===== src/rtl/fcvt_pkg.sv =====
//----------------------------------------------------------
// Shared widths and types for the binary32 <-> int32 converter
// Only binary32 and 32-bit integers are supported
//----------------------------------------------------------
package fcvt_pkg;

  // ----------------------------------------------------------
  // Widths
  // ----------------------------------------------------------
  localparam int unsigned FP_EXP_BITS = 8;
  localparam int unsigned FP_MAN_BITS = 23;
  localparam int unsigned FP_BIAS     = 127;
  localparam int unsigned INT_WIDTH   = 32;
  localparam int unsigned MANT_WIDTH  = 32; // Hidden bit + fraction, or a whole integer
  localparam int unsigned EXP_WIDTH   = 9;  // Down to the smallest subnormal, signed
  localparam int unsigned SHAMT_WIDTH = 5;  // Leading-zero count

  typedef logic        [INT_WIDTH-1:0]   word_t;  // Float pattern or integer
  typedef logic        [MANT_WIDTH-1:0]  mant_t;
  typedef logic signed [EXP_WIDTH-1:0]   exp_t;
  typedef logic        [SHAMT_WIDTH-1:0] shamt_t;

  typedef enum logic {F2I, I2F} operation_e;

  // RISC-V rounding mode encodings
  typedef enum logic [2:0] {
    RNE = 3'd0,
    RTZ = 3'd1,
    RDN = 3'd2,
    RUP = 3'd3,
    RMM = 3'd4
  } roundmode_e;

  // Status flags, MSB first NV DZ OF UF NX
  typedef logic [4:0] status_t;
  localparam int unsigned NV_BIT = 4;
  localparam int unsigned DZ_BIT = 3;
  localparam int unsigned OF_BIT = 2;
  localparam int unsigned UF_BIT = 1;
  localparam int unsigned NX_BIT = 0;

  // Class flags of a float operand
  typedef logic [5:0] fp_class_t;
  localparam int unsigned CLS_ZERO      = 5;
  localparam int unsigned CLS_SUBNORMAL = 4;
  localparam int unsigned CLS_INF       = 3;
  localparam int unsigned CLS_NAN       = 2;
  localparam int unsigned CLS_SNAN      = 1;
  localparam int unsigned CLS_NORMAL    = 0;

endpackage


===== src/rtl/fcvt_norm_if.sv =====
//----------------------------------------------------------
// One normalized operand between converter stages
// Transfer when valid and ready are both high
//----------------------------------------------------------
`timescale 1ns/100ps

interface fcvt_norm_if;
  logic                  sign;
  fcvt_pkg::exp_t        exp;      // Unbiased true exponent
  fcvt_pkg::exp_t        dst_exp;  // Rebiased for binary32
  fcvt_pkg::mant_t       mant;     // Normalized, MSB set unless zero
  logic                  mant_zero;
  fcvt_pkg::fp_class_t   fp_class; // Cleared for integer sources
  fcvt_pkg::operation_e  op;
  logic                  op_mod;   // Unsigned integer side
  fcvt_pkg::roundmode_e  rnd_mode;
  logic                  valid;
  logic                  ready;

  // Producer side
  modport src (output sign, exp, dst_exp, mant, mant_zero, fp_class,
               output op, op_mod, rnd_mode, valid, input ready);
  // Consumer side
  modport dst (input sign, exp, dst_exp, mant, mant_zero, fp_class,
               input op, op_mod, rnd_mode, valid, output ready);
endinterface


===== src/rtl/fcvt_unpack.sv =====
//----------------------------------------------------------
// Combinational front end, no register
// F2I classifies binary32, I2F takes the integer magnitude
//----------------------------------------------------------
`timescale 1ns/100ps

module fcvt_unpack (
  input  fcvt_pkg::word_t      operand_i,
  input  fcvt_pkg::operation_e op_i,
  input  logic                 op_mod_i,
  input  fcvt_pkg::roundmode_e rnd_mode_i,
  input  logic                 in_valid_i,
  output logic                 in_ready_o,
  fcvt_norm_if.src             norm
);

  logic                               is_i2f;
  logic [fcvt_pkg::FP_EXP_BITS-1:0]   exp_field;
  logic [fcvt_pkg::FP_MAN_BITS-1:0]   frac;
  fcvt_pkg::fp_class_t                cls;
  fcvt_pkg::mant_t                    fp_mant;
  logic                               int_sign;
  fcvt_pkg::word_t                    int_mag;
  fcvt_pkg::mant_t                    encoded_mant;
  fcvt_pkg::shamt_t                   lzc_cnt;
  fcvt_pkg::exp_t                     fp_exp, int_exp, true_exp;

  assign is_i2f    = (op_i == fcvt_pkg::I2F);
  assign exp_field = operand_i[fcvt_pkg::FP_MAN_BITS +: fcvt_pkg::FP_EXP_BITS];
  assign frac      = operand_i[fcvt_pkg::FP_MAN_BITS-1:0];

  // ----------------------------------------------------------
  // Float classification
  // ----------------------------------------------------------
  always_comb begin : classify
    cls                          = '0;
    cls[fcvt_pkg::CLS_ZERO]      = (exp_field == '0) && (frac == '0);
    cls[fcvt_pkg::CLS_SUBNORMAL] = (exp_field == '0) && (frac != '0);
    cls[fcvt_pkg::CLS_INF]       = (exp_field == '1) && (frac == '0);
    cls[fcvt_pkg::CLS_NAN]       = (exp_field == '1) && (frac != '0);
    cls[fcvt_pkg::CLS_SNAN]      = cls[fcvt_pkg::CLS_NAN] & ~frac[fcvt_pkg::FP_MAN_BITS-1];
    cls[fcvt_pkg::CLS_NORMAL]    = (exp_field != '0) && (exp_field != '1);
  end

  // Hidden bit only for normals, zero padded at the top
  assign fp_mant = fcvt_pkg::mant_t'({cls[fcvt_pkg::CLS_NORMAL], frac});

  // Signed integers give a magnitude, unsigned taken as is
  assign int_sign = operand_i[fcvt_pkg::INT_WIDTH-1] & ~op_mod_i;
  assign int_mag  = int_sign ? fcvt_pkg::word_t'(-operand_i) : operand_i;

  assign encoded_mant = is_i2f ? int_mag : fp_mant;

  // ----------------------------------------------------------
  // Normalization
  // ----------------------------------------------------------
  // Priority leading-zero count, highest set bit wins
  always_comb begin : lzc
    lzc_cnt = '0;
    for (int i = 0; i < fcvt_pkg::MANT_WIDTH; i++) begin
      if (encoded_mant[i]) lzc_cnt = fcvt_pkg::shamt_t'(fcvt_pkg::MANT_WIDTH - 1 - i);
    end
  end

  // Unbias, then undo the normalizing shift and the padding offset
  assign fp_exp   = fcvt_pkg::exp_t'({1'b0, exp_field})
                  + fcvt_pkg::exp_t'(cls[fcvt_pkg::CLS_SUBNORMAL]) // Subnormals use exponent 1
                  - fcvt_pkg::exp_t'(fcvt_pkg::FP_BIAS)
                  - fcvt_pkg::exp_t'({1'b0, lzc_cnt})
                  + fcvt_pkg::exp_t'(fcvt_pkg::MANT_WIDTH - 1 - fcvt_pkg::FP_MAN_BITS);
  assign int_exp  = fcvt_pkg::exp_t'(fcvt_pkg::MANT_WIDTH - 1) - fcvt_pkg::exp_t'({1'b0, lzc_cnt});
  assign true_exp = is_i2f ? int_exp : fp_exp;

  assign norm.sign      = is_i2f ? int_sign : operand_i[fcvt_pkg::INT_WIDTH-1];
  assign norm.exp       = true_exp;
  assign norm.dst_exp   = true_exp + fcvt_pkg::exp_t'(fcvt_pkg::FP_BIAS); // binary32 bias
  assign norm.mant      = encoded_mant << lzc_cnt;
  assign norm.mant_zero = (encoded_mant == '0);
  assign norm.fp_class  = is_i2f ? '0 : cls; // Integers carry no float class
  assign norm.op        = op_i;
  assign norm.op_mod    = op_mod_i;
  assign norm.rnd_mode  = rnd_mode_i;
  assign norm.valid     = in_valid_i;
  assign in_ready_o     = norm.ready;

endmodule


===== src/rtl/fcvt_mid_reg.sv =====
//----------------------------------------------------------
// Elastic register holding one normalized operand
// flush_i drops the held item on the next edge
//----------------------------------------------------------
`timescale 1ns/100ps

module fcvt_mid_reg (
  input  logic     clk_i,
  input  logic     rst_i,
  input  logic     flush_i,
  fcvt_norm_if.dst up,
  fcvt_norm_if.src dn
);

  logic                 valid_q;
  logic                 reg_ena;
  logic                 sign_q;
  fcvt_pkg::exp_t       exp_q, dst_exp_q;
  fcvt_pkg::mant_t      mant_q;
  logic                 mant_zero_q;
  fcvt_pkg::fp_class_t  fp_class_q;
  fcvt_pkg::operation_e op_q;
  logic                 op_mod_q;
  fcvt_pkg::roundmode_e rnd_mode_q;

  // Accept when downstream takes our item or we only hold a bubble
  assign up.ready = dn.ready | ~valid_q;
  assign reg_ena  = up.ready & up.valid;

  always_ff @(posedge clk_i) begin
    if (rst_i || flush_i) begin
      valid_q <= 1'b0;
    end else if (up.ready) begin
      valid_q <= up.valid;
    end
  end

  // Payload, enable only
  always_ff @(posedge clk_i) begin
    if (reg_ena) begin
      sign_q      <= up.sign;
      exp_q       <= up.exp;
      dst_exp_q   <= up.dst_exp;
      mant_q      <= up.mant;
      mant_zero_q <= up.mant_zero;
      fp_class_q  <= up.fp_class;
      op_q        <= up.op;
      op_mod_q    <= up.op_mod;
      rnd_mode_q  <= up.rnd_mode;
    end
  end

  assign dn.sign      = sign_q;
  assign dn.exp       = exp_q;
  assign dn.dst_exp   = dst_exp_q;
  assign dn.mant      = mant_q;
  assign dn.mant_zero = mant_zero_q;
  assign dn.fp_class  = fp_class_q;
  assign dn.op        = op_q;
  assign dn.op_mod    = op_mod_q;
  assign dn.rnd_mode  = rnd_mode_q;
  assign dn.valid     = valid_q;

endmodule


===== src/rtl/fcvt_cast_round.sv =====
//----------------------------------------------------------
// Cast, round, special cases and output register
// OF and UF stay low for 32-bit operands, binary32 covers them
//----------------------------------------------------------
`timescale 1ns/100ps

module fcvt_cast_round (
  input  logic              clk_i,
  input  logic              rst_i,
  input  logic              flush_i,
  fcvt_norm_if.dst          norm,
  output fcvt_pkg::word_t   result_o,
  output fcvt_pkg::status_t status_o,
  output logic              out_valid_o,
  input  logic              out_ready_i,
  output logic              busy_o
);

  localparam int unsigned SHIFT_WIDTH    = 2 * fcvt_pkg::MANT_WIDTH + 1;
  localparam int unsigned DSH_WIDTH      = $clog2(fcvt_pkg::MANT_WIDTH + 1);
  localparam int unsigned NUM_FP_STICKY  = 2 * fcvt_pkg::MANT_WIDTH - fcvt_pkg::FP_MAN_BITS - 1;
  localparam int unsigned NUM_INT_STICKY = 2 * fcvt_pkg::MANT_WIDTH - fcvt_pkg::INT_WIDTH;

  logic                             dst_is_int;
  logic                             int_min;        // Exactly -2^31, still in range
  logic [fcvt_pkg::FP_EXP_BITS-1:0] final_exp;
  logic [SHIFT_WIDTH-1:0]           preshift_mant, destination_mant;
  logic [fcvt_pkg::FP_MAN_BITS-1:0] final_mant;
  fcvt_pkg::word_t                  final_int;
  logic [DSH_WIDTH-1:0]             denorm_shamt;
  logic [1:0]                       fp_rs, int_rs, rs;  // Round and sticky
  logic                             of_before_round, uf_before_round, of_after_round;
  fcvt_pkg::word_t                  pre_round_abs, rounded_abs, rounded_int_res;
  logic                             round_up;
  logic                             int_special;
  fcvt_pkg::word_t                  int_sat, int_special_res, int_result, fp_result;
  fcvt_pkg::word_t                  result_d, result_q;
  fcvt_pkg::status_t                status_d, status_q;
  logic                             out_valid_q;

  assign dst_is_int = (norm.op == fcvt_pkg::F2I);
  assign int_min    = ~norm.op_mod & norm.sign
                    & (norm.mant == {1'b1, {(fcvt_pkg::MANT_WIDTH-1){1'b0}}})
                    & (norm.exp == fcvt_pkg::exp_t'(fcvt_pkg::INT_WIDTH - 1));

  // ----------------------------------------------------------
  // Casting
  // ----------------------------------------------------------
  always_comb begin : cast_value
    final_exp       = norm.dst_exp[fcvt_pkg::FP_EXP_BITS-1:0];
    preshift_mant   = {norm.mant, {(fcvt_pkg::MANT_WIDTH+1){1'b0}}}; // Left of the shifter
    denorm_shamt    = '0;
    of_before_round = 1'b0;
    uf_before_round = 1'b0;
    if (dst_is_int) begin
      // Right shift into integer position
      denorm_shamt = DSH_WIDTH'(int'(fcvt_pkg::INT_WIDTH) - 1 - int'(norm.exp));
      // Unsigned range is one bit larger
      if (int'(norm.exp) >= int'(fcvt_pkg::INT_WIDTH) - 1 + int'(norm.op_mod) && !int_min) begin
        denorm_shamt    = '0;
        of_before_round = ~norm.mant_zero;
      end else if (int'(norm.exp) < -1) begin
        denorm_shamt    = DSH_WIDTH'(fcvt_pkg::INT_WIDTH + 1); // All into sticky
        uf_before_round = 1'b1;
      end
    end else begin
      if (int'(norm.dst_exp) >= int'(2 ** fcvt_pkg::FP_EXP_BITS) - 1) begin
        final_exp       = fcvt_pkg::FP_EXP_BITS'(2 ** fcvt_pkg::FP_EXP_BITS - 2); // Max normal
        preshift_mant   = '1;
        of_before_round = 1'b1;
      end else if (int'(norm.dst_exp) < 1 &&
                   int'(norm.dst_exp) >= -int'(fcvt_pkg::FP_MAN_BITS)) begin
        final_exp       = '0; // Subnormal result
        denorm_shamt    = DSH_WIDTH'(1 - int'(norm.dst_exp));
        uf_before_round = 1'b1;
      end else if (int'(norm.dst_exp) < -int'(fcvt_pkg::FP_MAN_BITS)) begin
        final_exp       = '0;
        denorm_shamt    = DSH_WIDTH'(fcvt_pkg::FP_MAN_BITS + 2); // Cap, keep sticky
        uf_before_round = 1'b1;
      end
    end
  end

  assign destination_mant = preshift_mant >> denorm_shamt;
  // Hidden bit dropped for float
  assign {final_mant, fp_rs[1]} =
      destination_mant[2*fcvt_pkg::MANT_WIDTH-1 -: fcvt_pkg::FP_MAN_BITS+1];
  assign {final_int, int_rs[1]} =
      destination_mant[2*fcvt_pkg::MANT_WIDTH -: fcvt_pkg::INT_WIDTH+1];
  assign fp_rs[0]  = |destination_mant[NUM_FP_STICKY-1:0];
  assign int_rs[0] = |destination_mant[NUM_INT_STICKY-1:0];
  assign rs        = dst_is_int ? int_rs : fp_rs;

  // ----------------------------------------------------------
  // Rounding
  // ----------------------------------------------------------
  assign pre_round_abs = dst_is_int ? final_int : {1'b0, final_exp, final_mant};

  always_comb begin : round_decide
    case (norm.rnd_mode)
      fcvt_pkg::RNE: round_up = rs[1] & (rs[0] | pre_round_abs[0]); // Ties to even
      fcvt_pkg::RTZ: round_up = 1'b0;
      fcvt_pkg::RDN: round_up = (|rs) & norm.sign;
      fcvt_pkg::RUP: round_up = (|rs) & ~norm.sign;
      fcvt_pkg::RMM: round_up = rs[1];                              // Ties away
      default:       round_up = 1'b0;
    endcase
  end

  assign rounded_abs     = pre_round_abs + fcvt_pkg::word_t'(round_up);
  assign of_after_round  = &rounded_abs[fcvt_pkg::FP_MAN_BITS +: fcvt_pkg::FP_EXP_BITS];
  assign rounded_int_res = norm.sign ? fcvt_pkg::word_t'(-rounded_abs) : rounded_abs;

  // Integer zero gives +0
  assign fp_result = norm.mant_zero ? '0
                   : {norm.sign, rounded_abs[fcvt_pkg::INT_WIDTH-2:0]};

  // ----------------------------------------------------------
  // Integer special cases
  // ----------------------------------------------------------
  assign int_special = norm.fp_class[fcvt_pkg::CLS_NAN] | norm.fp_class[fcvt_pkg::CLS_INF]
                     | of_before_round
                     | (norm.sign & norm.op_mod & (|rounded_int_res)); // Negative to unsigned

  assign int_sat         = {norm.op_mod, {(fcvt_pkg::INT_WIDTH-1){1'b1}}}; // Positive max
  assign int_special_res = (norm.sign & ~norm.fp_class[fcvt_pkg::CLS_NAN]) ? ~int_sat : int_sat;
  assign int_result      = int_special ? int_special_res : rounded_int_res;

  assign result_d = dst_is_int ? int_result : fp_result;

  always_comb begin : status_sel
    status_d                   = '0;
    status_d[fcvt_pkg::DZ_BIT] = 1'b0; // No division
    if (dst_is_int) begin
      status_d[fcvt_pkg::NV_BIT] = int_special;
      status_d[fcvt_pkg::NX_BIT] = ~int_special & (|int_rs);
    end else begin
      status_d[fcvt_pkg::OF_BIT] = of_before_round | of_after_round;
      status_d[fcvt_pkg::UF_BIT] = uf_before_round & (|fp_rs); // Tiny and inexact
      status_d[fcvt_pkg::NX_BIT] = (|fp_rs) | of_before_round | of_after_round;
    end
  end

  // ----------------------------------------------------------
  // Output register
  // ----------------------------------------------------------
  assign norm.ready = out_ready_i | ~out_valid_q;

  always_ff @(posedge clk_i) begin
    if (rst_i || flush_i) begin
      out_valid_q <= 1'b0;
    end else if (norm.ready) begin
      out_valid_q <= norm.valid;
    end
  end

  always_ff @(posedge clk_i) begin
    if (norm.ready && norm.valid) begin
      result_q <= result_d;
      status_q <= status_d;
    end
  end

  assign result_o    = result_q;
  assign status_o    = status_q;
  assign out_valid_o = out_valid_q;
  assign busy_o      = out_valid_q | norm.valid; // norm.valid is the mid register

endmodule


===== src/rtl/fcvt_top.sv =====
//----------------------------------------------------------
// binary32 <-> int32 converter, two register stages
// Latency two edges, flush_i drops all items in flight
//----------------------------------------------------------
`timescale 1ns/100ps

module fcvt_top (
  input  logic                 clk_i,
  input  logic                 rst_i,
  input  fcvt_pkg::word_t      operand_i,
  input  fcvt_pkg::operation_e op_i,
  input  logic                 op_mod_i,   // 1 means unsigned integer
  input  fcvt_pkg::roundmode_e rnd_mode_i,
  input  logic                 in_valid_i,
  output logic                 in_ready_o,
  input  logic                 flush_i,
  output fcvt_pkg::word_t      result_o,
  output fcvt_pkg::status_t    status_o,
  output logic                 out_valid_o,
  input  logic                 out_ready_i,
  output logic                 busy_o
);

  fcvt_norm_if unpack_to_reg ();
  fcvt_norm_if reg_to_cast ();

  // Classify and normalize, combinational
  fcvt_unpack fcvt_unpack_inst (
    .operand_i  (operand_i),
    .op_i       (op_i),
    .op_mod_i   (op_mod_i),
    .rnd_mode_i (rnd_mode_i),
    .in_valid_i (in_valid_i),
    .in_ready_o (in_ready_o),
    .norm       (unpack_to_reg)
  );

  fcvt_mid_reg fcvt_mid_reg_inst (
    .clk_i   (clk_i),
    .rst_i   (rst_i),
    .flush_i (flush_i),
    .up      (unpack_to_reg),
    .dn      (reg_to_cast)
  );

  // Cast and round into the output register
  fcvt_cast_round fcvt_cast_round_inst (
    .clk_i       (clk_i),
    .rst_i       (rst_i),
    .flush_i     (flush_i),
    .norm        (reg_to_cast),
    .result_o    (result_o),
    .status_o    (status_o),
    .out_valid_o (out_valid_o),
    .out_ready_i (out_ready_i),
    .busy_o      (busy_o)
  );

endmodule


===== config.mk =====
export PLATFORM = sky130hd
export DESIGN_NAME = fcvt_top
export DESIGN_NICKNAME = d
export VERILOG_FILES = /design/src/rtl/fcvt_pkg.sv /design/src/rtl/fcvt_norm_if.sv /design/src/rtl/fcvt_unpack.sv /design/src/rtl/fcvt_mid_reg.sv /design/src/rtl/fcvt_cast_round.sv /design/src/rtl/fcvt_top.sv
export SDC_FILE = /design/constraint.sdc
export NUM_CORES = 1
export LEC_CHECK = 0
export BUFFER_PORTS_ARGS = -buffer_cell sky130_fd_sc_hd__buf_4
export CAP_MARGIN = 20
export CORE_ASPECT_RATIO = 2
export CORE_MARGIN = 3
export CORE_UTILIZATION = 45
export CTS_BUF_LIST = sky130_fd_sc_hd__clkbuf_16
export CTS_CLUSTER_DIAMETER = 100
export CTS_CLUSTER_SIZE = 28
export DETAILED_ROUTE_END_ITERATION = 6
export SKIP_CTS_REPAIR_TIMING = 1
export SLEW_MARGIN = 20
export SYNTH_ARGS = -nofsm -noshare
export SYNTH_HDL_FRONTEND = slang
export SYNTH_SLANG_ARGS = --single-unit

===== constraint.sdc =====
create_clock -name clk_i -period 11 [get_ports clk_i]
set_input_delay 2.2 -clock clk_i [delete_from_list [all_inputs] [get_ports clk_i]]
set_output_delay 2.2 -clock clk_i [all_outputs]
set_load 0.01 [all_outputs]

==> results of run 1 <==
[flip-flops by register name, summed over array words and instances, names as in the netlist]
name / cells
fcvt_cast_round_inst.result_o: 32
fcvt_mid_reg_inst.dn.mant: 32
fcvt_mid_reg_inst.dn.dst_exp: 9
fcvt_mid_reg_inst.dn.exp: 9
fcvt_cast_round_inst.status_o: 4
fcvt_mid_reg_inst.dn.rnd_mode: 3
fcvt_mid_reg_inst.dn.fp_class: 2
fcvt_cast_round_inst.out_valid_o: 1
fcvt_mid_reg_inst.dn.mant_zero: 1
fcvt_mid_reg_inst.dn.op: 1
fcvt_mid_reg_inst.dn.op_mod: 1
fcvt_mid_reg_inst.dn.sign: 1
fcvt_mid_reg_inst.dn.valid: 1
[cell usage after synthesis (all sizes together) (8+ instances only)]
master / instances / share of area, %
nor2: 171 / 4.8
a21oi: 137 / 5.3
nand2: 132 / 3.8
o21ai: 108 / 4.1
edfxtp: 95 / 21
inv: 63 / 1.8
nand3: 58 / 2.3
clkbuf: 57 / 1.6
a211oi: 53 / 3.3
nor3: 53 / 2.2
xnor2: 53 / 3.5
mux2i: 50 / 3.8
nor4: 47 / 3.0
buf: 46 / 2.1
and2: 31 / 1.5
ha: 29 / 2.7
or4: 29 / 1.6
a31oi: 28 / 1.4
nand4: 27 / 1.3
xor2: 25 / 1.7
a2111oi: 23 / 2.2
a21boi: 23 / 1.4
a22oi: 20 / 1.2
and3: 20 / 0.94
o211ai: 18 / 1.1
a211o: 17 / 1.1
nand2b: 17 / 0.80
o22ai: 17 / 0.80
or2: 17 / 0.80
o21a: 16 / 0.90
a21o: 12 / 0.68
or3: 12 / 0.60
o31ai: 11 / 0.66
a221oi: 10 / 0.85
mux2: 10 / 0.85
o2111ai: 10 / 0.75
o221ai: 10 / 0.70
a221o: 9 / 0.68
o32ai: 9 / 0.59
a31o: 8 / 0.53
nor2b: 8 / 0.38
[worst min-delay path, delay by kind of cell (launching register included)]
kind	cells	cell delay [ns]
simple gates	2	0.16
flops	1	0.35
[how the worst max path moves through the flow]
stage | end | slack [ns] | start
detailed placement | fcvt_cast_round_inst.result_o[20] | 0.43 | fcvt_mid_reg_inst.dn.dst_exp[1]
floorplan | fcvt_cast_round_inst.result_o[17] | 1.57 | fcvt_mid_reg_inst.dn.dst_exp[1]
finish | fcvt_cast_round_inst.result_o[2] | 0.53 | fcvt_mid_reg_inst.dn.dst_exp[2]
global placement | fcvt_cast_round_inst.result_o[20] | 0.53 | fcvt_mid_reg_inst.dn.dst_exp[1]
CTS | fcvt_cast_round_inst.result_o[20] | 0.41 | fcvt_mid_reg_inst.dn.dst_exp[1]
global route | fcvt_cast_round_inst.result_o[2] | 0.02 | fcvt_mid_reg_inst.dn.dst_exp[2]
[layer usage]
layer,share of wire [%],global-route usage (%)
met1,29,29.61
met2,54,71.32
met3,4.4,5.794
met4,12,36.28
met5,0,0
[cell families (layout without fill, tap and decap cells)]
| logic type | Yosys count | count (layout) | share of synthesized area [%] |
|---|---|---|---|
| mux | 60 | 60 | 4.604 |
| compound gates | 612 | 612 | 33.41 |
| fa+ha+maj | 31 | 31 | 3.025 |
| buf+inv | 167 | 270 | 5.525 |
| flops | 97 | 97 | 21.72 |
| simple gates | 658 | 658 | 26.44 |
| other cells | 1 | 2 | 0.02816 |
| xor+xnor | 78 | 78 | 5.243 |
[final cells by class]
cell class,instances,share of cell area (%)
inverters,64,1.589
diodes,1,0.01655
flip-flops and latches,97,19.13
clock inverters,7,0.4220
repair buffers,190,9.599
well taps,360,2.979
multi-input cells,1440,64.77
clock buffers,9,1.489
[power groups by stage]
stage               sequential (W)  combinational (W)  clock, W
detailed placement        0.000539            0.00155         0
floorplan                 0.000514            0.00103         0
CTS                       0.000531            0.00156  0.000316
global placement          0.000538            0.00156         0
finish                    0.000530            0.00164  0.000314
global route              0.000534            0.00174  0.000328
[metrics by stage]
stage                     cell area [µm²]  power (W)  hold slack [ns]  worst slack, ns
after CTS                           14980   0.002407           0.5432           0.4059
after detailed placement            14700   0.002092           0.5260           0.4284
after global placement              14700   0.002094           0.5189           0.5254
after global routing                15120   0.002606           0.5682          0.01708
final                               15120   0.002483           0.5444           0.5341
after floorplan                     13320   0.001544           0.4949            1.568
==> results.yml, run 1 <==
grt:
  grt_pass1_wl_um: 88910
  grt_max_degree: 60
  track_usage_pct: 37.05
  antenna_found_initial: 1
  overflow: 0
  grt_pass1_vias: 14991
run_status:
  outcome: "finished, final reports clean"
drt:
  route.detailed.drc: 0
  first_pass_iters: 6
  drtAntennaViolNets: 0
  via_per_inst: 6.901
  wirelength_um: 60480
  vias: 14962
  drt_first_iter_violations: 1117
  wl_per_cell_um: 27.90
placement:
  place.gp.congestion: 1.078
  dp_cells: 2141
  hpwl_um: 48440
  port_buffers: 80
worst_setup_path:
  path_buf_inv: 3
  cp_max_fo: 13
  path_depth: 35
  r2r_end: "fcvt_cast_round_inst.result_o[2]"
  slowest_delay_ns: 0.84
  cp.required_ns: 11.21
  regToRegStartpoint: "fcvt_mid_reg_inst.dn.dst_exp[2]"
  crit_family: "compound AO/OA/AOI/OAI gates"
  critical-path-slowest-cell: "a2111oi_2"
  end_kind: "register"
  start_kind: "register"
  cp.arrival_ns: 10.68
  reg2reg_slack_ns: 0.53
  crit_type: "register to register"
  rr_worst_depth: 35
power:
  ir_drop_uv: 94.90
  pwr-share-seq_pct: 21.4
  powerDensity_mw_per_mm2: 164.2
  p_sw_w: 0.001282
  p_leak_nw: 5.576
  power_frac_clock_pct: 12.6
  p_int_w: 0.001201
  p_sw_share_pct: 51.64
  comb_power_share_pct: 66.0
clock_tree:
  ctsRootBufferMaster: "clkbuf_16"
  clock_latency_ns: 0.38
  cts.sinks: 97
  cts_tree: "yes"
  htreeDepth: 3
  clk_pin_slew_worst_paths_ns: 0.07
  clockBufferDepth: 2
  cts_made_buffers: 9
sta:
  final.min_clock_period_ns: 10.47
  worstMarginPinSlew_ns: 1.140
  clock-skew-final_ns: 0.01267
  max_freq_ghz: 0.09555
  rsz0062_at_grt: "false"
  max_slew_margin_pct: 23.72
  tns_ns: 0
  setup_viol: 0
  fin_crit_sh_pct: 95.14
  hold_viol: 0
  slew_viol_final: 0
floorplanning:
  core_area_mm2: 0.02896
  die_y_um: 249.3
  die_area_mm2: 0.03182
  row_count: 88
  ioPinCount: 82
  die_w_um: 127.6
  start_util_pct: 45.99
logic_synthesis:
  synth.distinct_cells: 114
  synth-seq-cells: 97
  synth_edf_count: 95
  netlist_instances: 1704
  syn_nets: 1777
  avgSynthCellArea_um2: 7.815
  ys_seq_area_share_pct: 21.72
  synth_ff_type: "edfxtp_1"
  ys_async_sr_fraction_pct: 0
  ys_warn_count: 0
  syn-cell-area_mm2: 0.01332
cells_and_area:
  final_layout_size_suffix_gt1_share_pct: 18.04
  mostFrequentLayoutCell: "buf_4"
  area_delta_synth_final_pct: 13.55
  final_util_pct: 52.22
  layout_common_cells: "buf_4 (188), nor2_1 (170), a21oi_1 (134)"
  final_nets: 1875
  regArea_mm2: 0.002893
  multi_input_area_mm2: 0.009794
  fin_cells: 2168
  fillers: 2906
hold_path:
  holdPathStages: 2
  hp-class: "register to register"
  min_from: "fcvt_mid_reg_inst.dn.valid"
  min_to: "fcvt_cast_round_inst.out_valid_o"
run:
  drv_cap: 0
(Power assumes the default switching activity.)
==> run 2, diff against run 1 <==
--- a/config.mk
+++ b/config.mk
@@ -9,7 +9,7 @@
 export CAP_MARGIN = 20
 export CORE_ASPECT_RATIO = 2
 export CORE_MARGIN = 3
-export CORE_UTILIZATION = 45
+export CORE_UTILIZATION = 30
 export CTS_BUF_LIST = sky130_fd_sc_hd__clkbuf_16
 export CTS_CLUSTER_DIAMETER = 100
 export CTS_CLUSTER_SIZE = 28
==> results.yml, run 2 (same netlist as run 1, synthesis figures left out) <==
worst_setup_path:
  cp.required_ns: 11.22
  crit_type: "register to register"
  reg2reg_slack_ns: 0.63
  end_kind: "register"
  cp_max_fo: 20
  critical-path-slowest-cell: "edfxtp_1"
  start_kind: "register"
  cp.arrival_ns: 10.59
  slowest_delay_ns: 0.59
drt:
  drtAntennaViolNets: 0
  wirelength_um: 55110
  wl_per_cell_um: 23.66
  vias: 14531
  route.detailed.drc: 0
  via_per_inst: 6.239
  drt_first_iter_violations: 893
  first_pass_iters: 7
power:
  finalPower_w: 0.002404
  p_leak_nw: 5.444
  powerDensity_mw_per_mm2: 159.2
  ir_drop_uv: 94.74
floorplanning:
  start_util_pct: 30.51
  die_y_um: 304.0
  ioPinCount: 82
  core_area_mm2: 0.04365
  die_w_um: 155.0
  die_area_mm2: 0.04711
  row_count: 108
sta:
  slew_viol_final: 0
  setup_viol: 0
  clock-skew-final_ns: 0.02195
  worstMarginPinSlew_ns: 1.140
  max_freq_ghz: 0.09639
  max_slew_margin_pct: 23.99
  tns_ns: 0
  final.min_clock_period_ns: 10.37
  fin_crit_sh_pct: 94.32
  hold_viol: 0
  fin_ws_ns: 0.6252
run_status:
  outcome: "finished, final reports clean"
cells_and_area:
  design_area_mm2: 0.01510
  mostFrequentLayoutCell: "nor2_1"
  final_nets: 1846
  layout_common_cells: "nor2_1 (170), buf_4 (159), a21oi_1 (134)"
  final_layout_size_suffix_gt1_share_pct: 16.20
  area_delta_synth_final_pct: 13.40
  fillers: 4668
  final_util_pct: 34.60
grt:
  antenna_found_initial: 0
  grt_max_degree: 60
  grt.met2_usage_pct: 44.19
  overflow: 0
  grt_pass1_vias: 14256
  grt_pass1_wl_um: 82400
  track_usage_pct: 22.46
  busiest_layer: "met2"
  grt.met1_usage_pct: 19.54
  grt.met3_usage_pct: 2.433
clock_tree:
  cts.sinks: 97
  cts_tree: "yes"
  ctsRootBufferMaster: "clkbuf_16"
  htreeDepth: 3
  clk_pin_slew_worst_paths_ns: 0.07
  clock_latency_ns: 0.40
  cts_made_buffers: 9
  clockBufferDepth: 2
hold_path:
  hp-class: "register to register"
placement:
  place.gp.congestion: 1.011
  dpl_cell_area_mm2: 0.01475
  place_ws_ns: 0.8202
  port_buffers: 80
  hpwl_um: 44780
run:
  drv_cap: 0
## run 2: path summary, 6_finish.rpt
check                                       start  cells past startpoint                           endpoint
setup / recovery  fcvt_mid_reg_inst.dn.dst_exp[8]                     33  fcvt_cast_round_inst.result_o[13]
hold / removal         fcvt_mid_reg_inst.dn.valid                      2   fcvt_cast_round_inst.out_valid_o
setup reg to reg  fcvt_mid_reg_inst.dn.dst_exp[8]                     33  fcvt_cast_round_inst.result_o[13]
hold reg to reg        fcvt_mid_reg_inst.dn.valid                      2   fcvt_cast_round_inst.out_valid_o
## run 2: final cells by class
| type | instances | area, µm² | share of cell area, % |
|---|---|---|---|
| multi-input combinational | 1440 | 9741 | 64.50 |
| sequential | 97 | 2893 | 19.16 |
| timing repair buffer | 161 | 1234 | 8.170 |
| tap | 550 | 688.2 | 4.557 |
| inverter | 64 | 240.2 | 1.591 |
| clock buffer | 9 | 225.2 | 1.491 |
| clock inverter | 7 | 77.57 | 0.5137 |
| antenna | 1 | 2.502 | 0.01657 |
## run 2: metal layers
layer	vias up	share of wire (%)
li1	6779	-
met1	6905	31
met2	598	55
met3	249	4.1
met4	0	9.7
met5	-	0
## run 2: critical path: cells and delay by family, from the launching register on
kind,cells,cell delay (ns)
fa+ha+maj,3,1.02
compound gates,14,3.38
buf+inv,4,1.12
flops,1,0.59
simple gates,12,4.05
## run 2: where the power goes
group          internal (W)  total, W  switching [W]  leakage [nW]
Combinational      0.000537   0.00154        0.00100          4.37
Clock              0.000178  0.000333       0.000155         0.142
Sequential         0.000474  0.000530      0.0000561         0.936
## run 2: per-stage QoR
| step | std cells | hold slack, ns |
|---|---|---|
| finish | 2329 | 0.5380 |
| global route | 2328 | 0.6075 |
| CTS | 2322 | 0.5394 |
| detailed placement | 2306 | 0.5323 |
| global placement | 2306 | 0.5213 |
| floorplan | 1704 | 0.4949 |
